**config.mk**
```make
export PLATFORM = sky130hd
export DESIGN_NAME = covox_top
export DESIGN_NICKNAME = d
export VERILOG_FILES = /design/src/hdl/covox_pkg.sv /design/src/hdl/avr_regs.sv /design/src/hdl/avr_spi_link.sv /design/src/hdl/clock_div.sv /design/src/hdl/covox_dac.sv /design/src/hdl/covox_fifo.sv /design/src/hdl/covox_top.sv
export SDC_FILE = /design/constraint.sdc
export NUM_CORES = 1
export LEC_CHECK = 0
export ABC_AREA = 0
export BUFFER_PORTS_ARGS = -buffer_cell sky130_fd_sc_hd__buf_2
export CORE_ASPECT_RATIO = 0.75
export CORE_MARGIN = 5
export CORE_UTILIZATION = 45
export CTS_CLUSTER_SIZE = 40
export DETAILED_ROUTE_END_ITERATION = 7
export PLACE_DENSITY = 0.63
export SETUP_SLACK_MARGIN = 0.02
export SLEW_MARGIN = 20
export SYNTH_ARGS = -nofsm -noshare
export SYNTH_HDL_FRONTEND = slang
export SYNTH_HIERARCHICAL = 1
export SYNTH_SLANG_ARGS = --single-unit
```
**constraint.sdc**
```tcl
create_clock -name fclk -period 3.12 [get_ports fclk]
set_input_delay 0.312 -clock fclk [delete_from_list [all_inputs] [get_ports fclk]]
set_output_delay 0.312 -clock fclk [all_outputs]
set_load 0.03 [all_outputs]
```
**src/hdl/covox_pkg.sv**
```systemverilog
package covox_pkg;

  // ----------------------------------------------------------------------
  // host link opcodes
  // ----------------------------------------------------------------------

  // anything else on the link is an unused command
  typedef enum logic [7:0] {
    cmd_temp_reg    = 8'hA0,
    cmd_covox       = 8'h53,
    cmd_int_control = 8'h54
  } spi_cmd_t;

  // ----------------------------------------------------------------------
  // audio path types
  // ----------------------------------------------------------------------

  // unsigned, 8'h80 is mid scale
  typedef logic [7:0] sample_t;

  // write pointer minus read pointer, modulo 16
  typedef logic [3:0] fifo_level_t;

  // near mid scale so the beeper idles quietly
  localparam sample_t SAMPLE_RESET = 8'h7F;

  // read-back byte for commands with nothing to return
  localparam sample_t READ_IDLE = 8'hFF;

  // free-running divider width
  localparam int OSC_WIDTH = 10;

endpackage

```
**src/hdl/avr_regs.sv**
```systemverilog
`timescale 1ns/10ps

module avr_regs
(
  input  logic                   fclk,
  input  logic                   rst_n,
  input  covox_pkg::spi_cmd_t    cmd_byte,
  input  covox_pkg::sample_t     wr_data,
  input  logic                   wr_strobe,
  input  logic                   rd_strobe,
  input  covox_pkg::fifo_level_t level,
  input  logic                   int_phase,
  output covox_pkg::sample_t     rd_data,
  output logic                   push_valid,
  output covox_pkg::sample_t     push_sample,
  output logic                   spiint_n
);

  import covox_pkg::*;

  sample_t temp_reg;
  logic    covox_int_en;

  // ----------------------------------------------------------------------
  // write side
  // ----------------------------------------------------------------------

  always_ff @(posedge fclk)
  begin
    if (wr_strobe && (cmd_byte == cmd_temp_reg))
      temp_reg <= wr_data;
  end

  always_ff @(posedge fclk)
  begin
    if (!rst_n)
    begin
      covox_int_en <= 1'b0;
      spiint_n     <= 1'b1;
    end
    else
    begin
      if (wr_strobe && (cmd_byte == cmd_int_control))
        covox_int_en <= wr_data[0];
      // asserted while the fifo runs low, gated by the phase
      if (covox_int_en)
        spiint_n <= level[3] | int_phase;
      else
        spiint_n <= 1'b1;
    end
  end

  // sample goes straight to the fifo
  assign push_valid  = wr_strobe && (cmd_byte == cmd_covox);
  assign push_sample = wr_data;

  // ----------------------------------------------------------------------
  // read side
  // ----------------------------------------------------------------------

  always_comb
  begin
    rd_data = READ_IDLE;
    if (rd_strobe)
    begin
      case (cmd_byte)
        cmd_temp_reg:
          rd_data = temp_reg;
        cmd_covox:
          rd_data = {4'h0, level};
        default:
          rd_data = READ_IDLE;
      endcase
    end
  end

endmodule

```
**src/hdl/avr_spi_link.sv**
```systemverilog
`timescale 1ns/10ps

module avr_spi_link
(
  input  logic                fclk,
  input  logic                rst_n,
  input  logic                spics_n,
  input  logic                spick,
  input  logic                spido,
  input  covox_pkg::sample_t  rd_data,
  output covox_pkg::spi_cmd_t cmd_byte,
  output covox_pkg::sample_t  wr_data,
  output logic                wr_strobe,
  output logic                rd_strobe,
  output logic                spidi
);

  import covox_pkg::*;

  logic [1:0] cs_sync;
  logic [1:0] ck_sync;
  logic [1:0] do_sync;
  logic       cs_prev;
  logic       ck_prev;
  logic       ck_rise;
  logic       ck_fall;
  logic [7:0] cmd_sr;
  logic [7:0] data_sr;
  sample_t    out_sr;
  logic [2:0] bit_ptr;

  // ----------------------------------------------------------------------
  // pin synchronizers and edge detect
  // ----------------------------------------------------------------------

  always_ff @(posedge fclk)
  begin
    if (!rst_n)
    begin
      cs_sync   <= 2'b11;
      cs_prev   <= 1'b1;
      ck_sync   <= 2'b00;
      ck_prev   <= 1'b0;
      do_sync   <= 2'b00;
      wr_strobe <= 1'b0;
      rd_strobe <= 1'b0;
    end
    else
    begin
      cs_sync   <= {cs_sync[0], spics_n};
      cs_prev   <= cs_sync[1];
      ck_sync   <= {ck_sync[0], spick};
      ck_prev   <= ck_sync[1];
      do_sync   <= {do_sync[0], spido};
      // cs high ends a write, cs low starts a read
      wr_strobe <= cs_sync[1] & ~cs_prev;
      rd_strobe <= ~cs_sync[1] & cs_prev;
    end
  end

  assign ck_rise = ck_sync[1] & ~ck_prev;
  assign ck_fall = ~ck_sync[1] & ck_prev;

  // ----------------------------------------------------------------------
  // shifters
  // ----------------------------------------------------------------------

  always_ff @(posedge fclk)
  begin
    if (!rst_n)
    begin
      cmd_sr  <= 8'hFF;
      data_sr <= 8'hFF;
      out_sr  <= READ_IDLE;
      bit_ptr <= 3'd7;
    end
    else
    begin
      if (ck_rise)
      begin
        if (cs_sync[1])
          cmd_sr <= {cmd_sr[6:0], do_sync[1]};
        else
          data_sr <= {data_sr[6:0], do_sync[1]};
      end
      if (rd_strobe)
        out_sr <= rd_data;
      // msb first, next bit after each falling spick
      if (cs_sync[1])
        bit_ptr <= 3'd7;
      else if (ck_fall)
        bit_ptr <= bit_ptr - 3'd1;
    end
  end

  assign cmd_byte = spi_cmd_t'(cmd_sr);
  assign wr_data  = data_sr;
  assign spidi    = out_sr[bit_ptr];

endmodule

```
**src/hdl/clock_div.sv**
```systemverilog
`timescale 1ns/10ps

module clock_div #(
  parameter int OSC_WIDTH = covox_pkg::OSC_WIDTH,
  parameter int RATE_LOG2 = 8
)(
  input  logic fclk,
  input  logic rst_n,
  output logic clkz_out,
  output logic sample_tick,
  output logic int_phase
);

  logic [OSC_WIDTH-1:0] osc_cnt;

  always_ff @(posedge fclk)
  begin
    if (!rst_n)
      osc_cnt <= '0;
    else
      osc_cnt <= osc_cnt + OSC_WIDTH'(1);
  end

  // fclk / 8 for the z80
  assign clkz_out = osc_cnt[2];

  // last cycle of every sample period
  assign sample_tick = &osc_cnt[RATE_LOG2-1:0];

  // half a sample period high, half low
  assign int_phase = osc_cnt[RATE_LOG2-1];

endmodule

```
**src/hdl/covox_dac.sv**
```systemverilog
`timescale 1ns/10ps

module covox_dac
(
  input  logic               fclk,
  input  logic               rst_n,
  input  covox_pkg::sample_t cur_sample,
  output logic               beep
);

  logic [8:0] acc;
  logic [9:0] sum;

  // first order sigma-delta, step is 256 + sample out of 512
  assign sum = {1'b0, acc} + {1'b0, 1'b1, cur_sample};

  always_ff @(posedge fclk)
  begin
    if (!rst_n)
    begin
      acc  <= 9'd0;
      beep <= 1'b0;
    end
    else
    begin
      acc  <= sum[8:0];
      // carry out is the pulse density stream
      beep <= sum[9];
    end
  end

endmodule

```
**src/hdl/covox_fifo.sv**
```systemverilog
`timescale 1ns/10ps

module covox_fifo #(
  parameter int FIFO_DEPTH_LOG2 = 4
)(
  input  logic                   fclk,
  input  logic                   rst_n,
  input  logic                   push_valid,
  input  covox_pkg::sample_t     push_sample,
  input  logic                   sample_tick,
  output covox_pkg::sample_t     cur_sample,
  output covox_pkg::fifo_level_t level
);

  import covox_pkg::*;

  localparam int DEPTH = 2 ** FIFO_DEPTH_LOG2;

  sample_t                    mem [DEPTH];
  logic [FIFO_DEPTH_LOG2-1:0] wr_ptr;
  logic [FIFO_DEPTH_LOG2-1:0] rd_ptr;
  logic [FIFO_DEPTH_LOG2-1:0] wr_next;

  // write lands one past the pointer, then the pointer moves onto it
  assign wr_next = wr_ptr + FIFO_DEPTH_LOG2'(1);

  always_ff @(posedge fclk)
  begin
    if (!rst_n)
    begin
      for (int i = 0; i < DEPTH; i++)
        mem[i] <= SAMPLE_RESET;
    end
    else if (push_valid)
      mem[wr_next] <= push_sample;
  end

  always_ff @(posedge fclk)
  begin
    if (!rst_n)
    begin
      wr_ptr <= '0;
      rd_ptr <= '0;
    end
    else
    begin
      // full push overwrites, level wraps
      if (push_valid)
        wr_ptr <= wr_next;
      if (sample_tick && (level != '0))
        rd_ptr <= rd_ptr + FIFO_DEPTH_LOG2'(1);
    end
  end

  assign level      = fifo_level_t'(wr_ptr - rd_ptr);
  assign cur_sample = mem[rd_ptr];

endmodule

```
**src/hdl/covox_top.sv**
```systemverilog
`timescale 1ns/10ps

module covox_top #(
  parameter int FIFO_DEPTH_LOG2 = 4,
  parameter int RATE_LOG2       = 8
)(
  input  logic fclk,
  input  logic rst_n,
  input  logic spics_n,
  input  logic spick,
  input  logic spido,
  output logic spidi,
  output logic spiint_n,
  output logic beep,
  output logic clkz_out
);

  import covox_pkg::*;

  logic        sample_tick;
  logic        int_phase;
  spi_cmd_t    cmd_byte;
  sample_t     wr_data;
  logic        wr_strobe;
  logic        rd_strobe;
  sample_t     rd_data;
  logic        push_valid;
  sample_t     push_sample;
  sample_t     cur_sample;
  fifo_level_t level;

  // ----------------------------------------------------------------------
  // timing and host link
  // ----------------------------------------------------------------------

  clock_div #(
    .OSC_WIDTH   (OSC_WIDTH),
    .RATE_LOG2   (RATE_LOG2)
  ) clock_div_i (
    .fclk        (fclk),
    .rst_n       (rst_n),
    .clkz_out    (clkz_out),
    .sample_tick (sample_tick),
    .int_phase   (int_phase)
  );

  avr_spi_link avr_spi_link_i (
    .fclk      (fclk),
    .rst_n     (rst_n),
    .spics_n   (spics_n),
    .spick     (spick),
    .spido     (spido),
    .rd_data   (rd_data),
    .cmd_byte  (cmd_byte),
    .wr_data   (wr_data),
    .wr_strobe (wr_strobe),
    .rd_strobe (rd_strobe),
    .spidi     (spidi)
  );

  avr_regs avr_regs_i (
    .fclk        (fclk),
    .rst_n       (rst_n),
    .cmd_byte    (cmd_byte),
    .wr_data     (wr_data),
    .wr_strobe   (wr_strobe),
    .rd_strobe   (rd_strobe),
    .level       (level),
    .int_phase   (int_phase),
    .rd_data     (rd_data),
    .push_valid  (push_valid),
    .push_sample (push_sample),
    .spiint_n    (spiint_n)
  );

  // ----------------------------------------------------------------------
  // audio path
  // ----------------------------------------------------------------------

  covox_fifo #(
    .FIFO_DEPTH_LOG2 (FIFO_DEPTH_LOG2)
  ) covox_fifo_i (
    .fclk        (fclk),
    .rst_n       (rst_n),
    .push_valid  (push_valid),
    .push_sample (push_sample),
    .sample_tick (sample_tick),
    .cur_sample  (cur_sample),
    .level       (level)
  );

  covox_dac covox_dac_i (
    .fclk       (fclk),
    .rst_n      (rst_n),
    .cur_sample (cur_sample),
    .beep       (beep)
  );

endmodule

```
Yosys cells after proc, flatten, opt, wreduce, memory -nomap -nowiden
Memories as Yosys holds them, arrays and structs flattened. A register that Yosys moved wholly into a read port is not among the register bits.
Cells that the tools add are included.
- register bits: 75
- RAM bits: 128
- input port bits: 5
- output and inout bits: 4
- memories: 1
- memories (memory ; depth ; bits a word ; read ports ; clocked after memory_dff ; write ports ; line ; text):
    covox_fifo_i.mem ; 16 ; 8 ; 1 ; 1 ; 16 ; covox_fifo.sv:19 ; sample_t mem [DEPTH];
- $add $sub $neg: 6
- magnitude comparators: 1
- equality and inequality tests: 3
- muxes and demuxes: 12
- bitwise logic cells: 10
- reductions and logical operators: 11
- operators by type and width (cell ; count):
    $eq 8x7->1 const B ; 2
    $pmux 8 s2 ; 1
    $mux 4 ; 3
    $add 10x1->10 const B ; 1
    $add 9x9->10 ; 1
    $add 4x1->4 const B ; 2
    $eq 8x8->1 const B ; 1
    $mux 8 ; 1
    $reduce_and 8->1 ; 1
    $reduce_or 8->1 ; 1
    $mux 1 ; 6
    $reduce_and 2->1 ; 3
    $not 1->1 ; 5
    $and 1x1->1 ; 4
    $logic_and 1x1->1 ; 4
    $lt 3x4->1 const B ; 1
    $reduce_bool 4->1 ; 1
    $sub 4x4->4 ; 1
    $bmux 1 s3 ; 1
    $sub 3x1->3 const B ; 1
    $reduce_or 2->1 ; 1
    $or 1x1->1 ; 1

Longest topological paths before layout
- depth after elaboration: 7
- mapped depth: 11
- mapped depth without buffers: 9

Modules after synthesis
The synthesis kept the hierarchy.
- by module, submodules not included (module ; instances ; cells each ; area an instance (um2)):
    covox_fifo ; 1 ; 475 ; 6551.3
    avr_spi_link ; 1 ; 136 ; 1315.0
    covox_dac ; 1 ; 75 ; 680.7
    avr_regs ; 1 ; 57 ; 624.3
    clock_div ; 1 ; 34 ; 324.1

Worst setup path before layout
Ideal clock, no wire load.
- kind: reg-to-reg
- start point: register with a tool-made name
- end point: register covox_dac_i.acc[5]
- setup time: 0.122 ns
- arrival: 2.736 ns
- setup slack: 0.262 ns
- stages on the path, launching flop included: 10
- buffers on the path: 2
- period minus slack after synthesis: 2.858 ns
- cells stage by stage: dfxtp_1 -> buf_6 -> buf_6 -> mux4_1 -> mux4_2 -> ha_1 -> a211o_1 -> a21oi_4 -> mux2i_1 -> a311o_1
- RTL lines (what ; line ; text):
    end signal: assignment ; covox_dac.sv:26 ; acc <= sum[8:0];
    end: declaration ; covox_dac.sv:11 ; logic [8:0] acc;

==> flow_summary.toml <==
[finish]
largest_registers = "covox_fifo_i/mem: 128 flops, covox_dac_i/acc: 9 flops"
layout.nets = 829
fin_util_pct = 50.95
final_cells = 1105
area_growth_pct = 12.41
fin_area_um2 = 10670
largest_reg_flops = 128
register_area_um2 = 5469
num-fill-cells = 1822
multi_input_area_um2 = 3710
final_cell_mix = "174 x nand2_1, 136 x edfxtp_1, 68 x dfxtp_1, 49 x nor2_1, 40 x buf_4"
regMostFlops = "covox_fifo_i/mem"
diodes = 0
drive_above_1_share_pct = 13.46
layout_commonest_cell = "nand2_1"

[route]
ant_nets = 0
dr_total_vias = 6241
drc = 0
vias_per_cell = 5.648
drt-pass1-iter-count = 5
routed_wirelength_mm = 22.61
wl_per_cell_um = 20.46
drt_iter0_markers = 454

[yosys]
avgSynthCellArea_um2 = 12.22
synthArstFlopShare_pct = 0
synth_area_leaders = "edfxtp_1 43%, dfxtp_1 15%, mux4_1 8.3%, nand2_1 6.9%, mux4_2 2.8%"
ys.flop_type = "edfxtp_1"
synth_top_area_share_pct = 43.01
synth_edf_count = 136
synth_cell_types = 64
synth_area_um2 = 9495
synthesis.nets = 803
yosys_warnings = 6
ys_ff_latch = 205
synth_top_cell_by_area = "edfxtp_1"
yosysSeqAreaShare_pct = 57.56
syn_inst = 777

[clocking]
cts_sinks = 205
cts_tree = "built"
cts_root_buf = "clkbuf_16"
cts_htree_levels = 1
cts_buffer_depth = 3
clkTransAtPathRegs_ps = 60
numCtsBuffers = 21
insertion_delay_ps = 500

[setup_path]
critical_path_class = "reg2reg"
path_max_fanout = 7
start_kind = "flip-flop"
worstPathArrival_ps = 3430
worstSetupEndpointType = "flip-flop"
crit_required_ps = 3540

[sta]
final-setup-viol-count = 0
fin_skew_ps = 15.63
fin_setup_tns_ps = 0
fin_crit_ps = 3008
fin_ws_ps = 111.8
drv_slew = 0
worst_slew_pin_slew_ps = 635.6
hold_viol = 0
grt_setup_unrepaired = "no"
period_share_pct = 96.42
whs_ps = 23.93
fmax_mhz = 332.4
slew_headroom_pct = 57.63

[placed_design]
dp_slack_ps = 51.28
dp_hpwl_mm = 15.21
dpl_cell_area_um2 = 9960
routabilityCongestion = 0.9009
io_buffers = 8
dp.cells = 1064

[flow_run]
max_cap_viol_count = 0

[pwr]
finalPower_mw = 5.919
worst_ir_drop_vdd_mv = 0.4062
power.density_nw_per_um2 = 554.5
total_leakage_power_nw = 3.569

[die]
die_x_um = 177.7
ios = 9
dieHeight_um = 135.8
dieArea_um2 = 24140
core_area_um2 = 20950
rows = 46
initial_core_util_pct = 45.32

[hold_path]
worstHoldPathType = "in2reg"

[global_routing]
grt_pass1_vias = 6140
grt_max_degree = 46
gr-total-overflow = 0
grt_pass1_wl_mm = 34.62
globalRouteTotalUtil_pct = 18.89
antenna_found_initial = 0

[status]
status = "finished clean"
==> timing repair <==
item,CTS,global route
setup buffers,0,1
hold buffers,1,0
setup endpoints to repair,0,5
hold endpoints to repair,1,0
resized for setup,0,4
==> critical path, stage by stage, from the launching register on <==
cell and delay (ps):
dfxtp_4 410, buf_12 150, mux4_1 560, mux4_2 520
ha_1 250, inv_1 80, fa_1 190, nand2b_1 150
a21oi_1 150, a311o_1 380, o211ai_1 90
==> path summary, 6_finish.rpt <==
kind / startpoint / end / slack (ps) / cells after the start
setup / recovery: flip-flop / covox_dac_i/acc[8] / 110 / 10
hold / removal: spick / avr_spi_link_i/ck_sync[0] / 20 / 2
setup reg to reg: flip-flop / covox_dac_i/acc[8] / 110 / 10
hold reg to reg: avr_spi_link_i/cs_sync[0] / avr_spi_link_i/cs_sync[1] / 430 / 1
==> layout make-up <==
type                            instances  share of cell area, %
Clock buffer                           26                  5.193
Clock inverter                         11                 0.7502
Inverter                               16                 0.5627
Multi-Input combinational cell        506                  34.76
Sequential cell                       205                  51.24
Tap cell                              288                  3.376
Timing Repair Buffer                   53                  4.126
==> report_power, final <==
group | switching [mW] | internal (mW) | total [mW] | leakage, nW
clock network | 1.02 | 1.34 | 2.36 | 0.308
registers | 0.0564 | 3.00 | 3.06 | 1.85
logic | 0.286 | 0.212 | 0.498 | 1.41
total | 1.36 | 4.56 | 5.92 | 3.57
==> per-layer routing <==
metal / vias up / track usage [%] / wire length [um]
met2: 233 / 30.71 / 10600
met4: 0 / 5.238 / 557
met5: - / 0 / 0
met1: 3083 / 26.51 / 9799
met3: 39 / 3.125 / 1653
li1: 2886 / - / -
==> cells in the mapped netlist, drive strengths merged (2+ instances only) <==
cell,number
a211o,2
a211oi,2
a21boi,3
a21o,4
a21oi,8
a311o,2
a31oi,4
and2,17
and3,3
and3b,3
and4bb,2
buf,29
clkbuf,21
dfxtp,69
edfxtp,136
fa,2
ha,19
inv,16
mux2i,18
mux4,42
nand2,174
nand2b,10
nand3,36
nand3b,4
nand4,11
nor2,49
nor2b,6
nor3,3
nor3b,3
nor4,4
nor4b,2
o2111ai,5
o211ai,2
o21a,5
o21ai,31
or2,2
or3,6
or3b,2
xnor2,5
xor2,5
==> kinds of logic after synthesis <==
| kind of cell | after synthesis | synth area share (%) |
|---|---|---|
| AND/OR/NAND/NOR | 342 | 16.99 |
| XOR/XNOR | 10 | 0.9223 |
| flip-flops | 205 | 57.56 |
| adder cells (fa/ha/maj) | 21 | 2.925 |
| buffers and inverters | 66 | 3.466 |
| AO/OA/AOI/OAI | 72 | 4.981 |
| multiplexers | 61 | 13.16 |
Note: power is estimated with default switching activity, not from simulation.
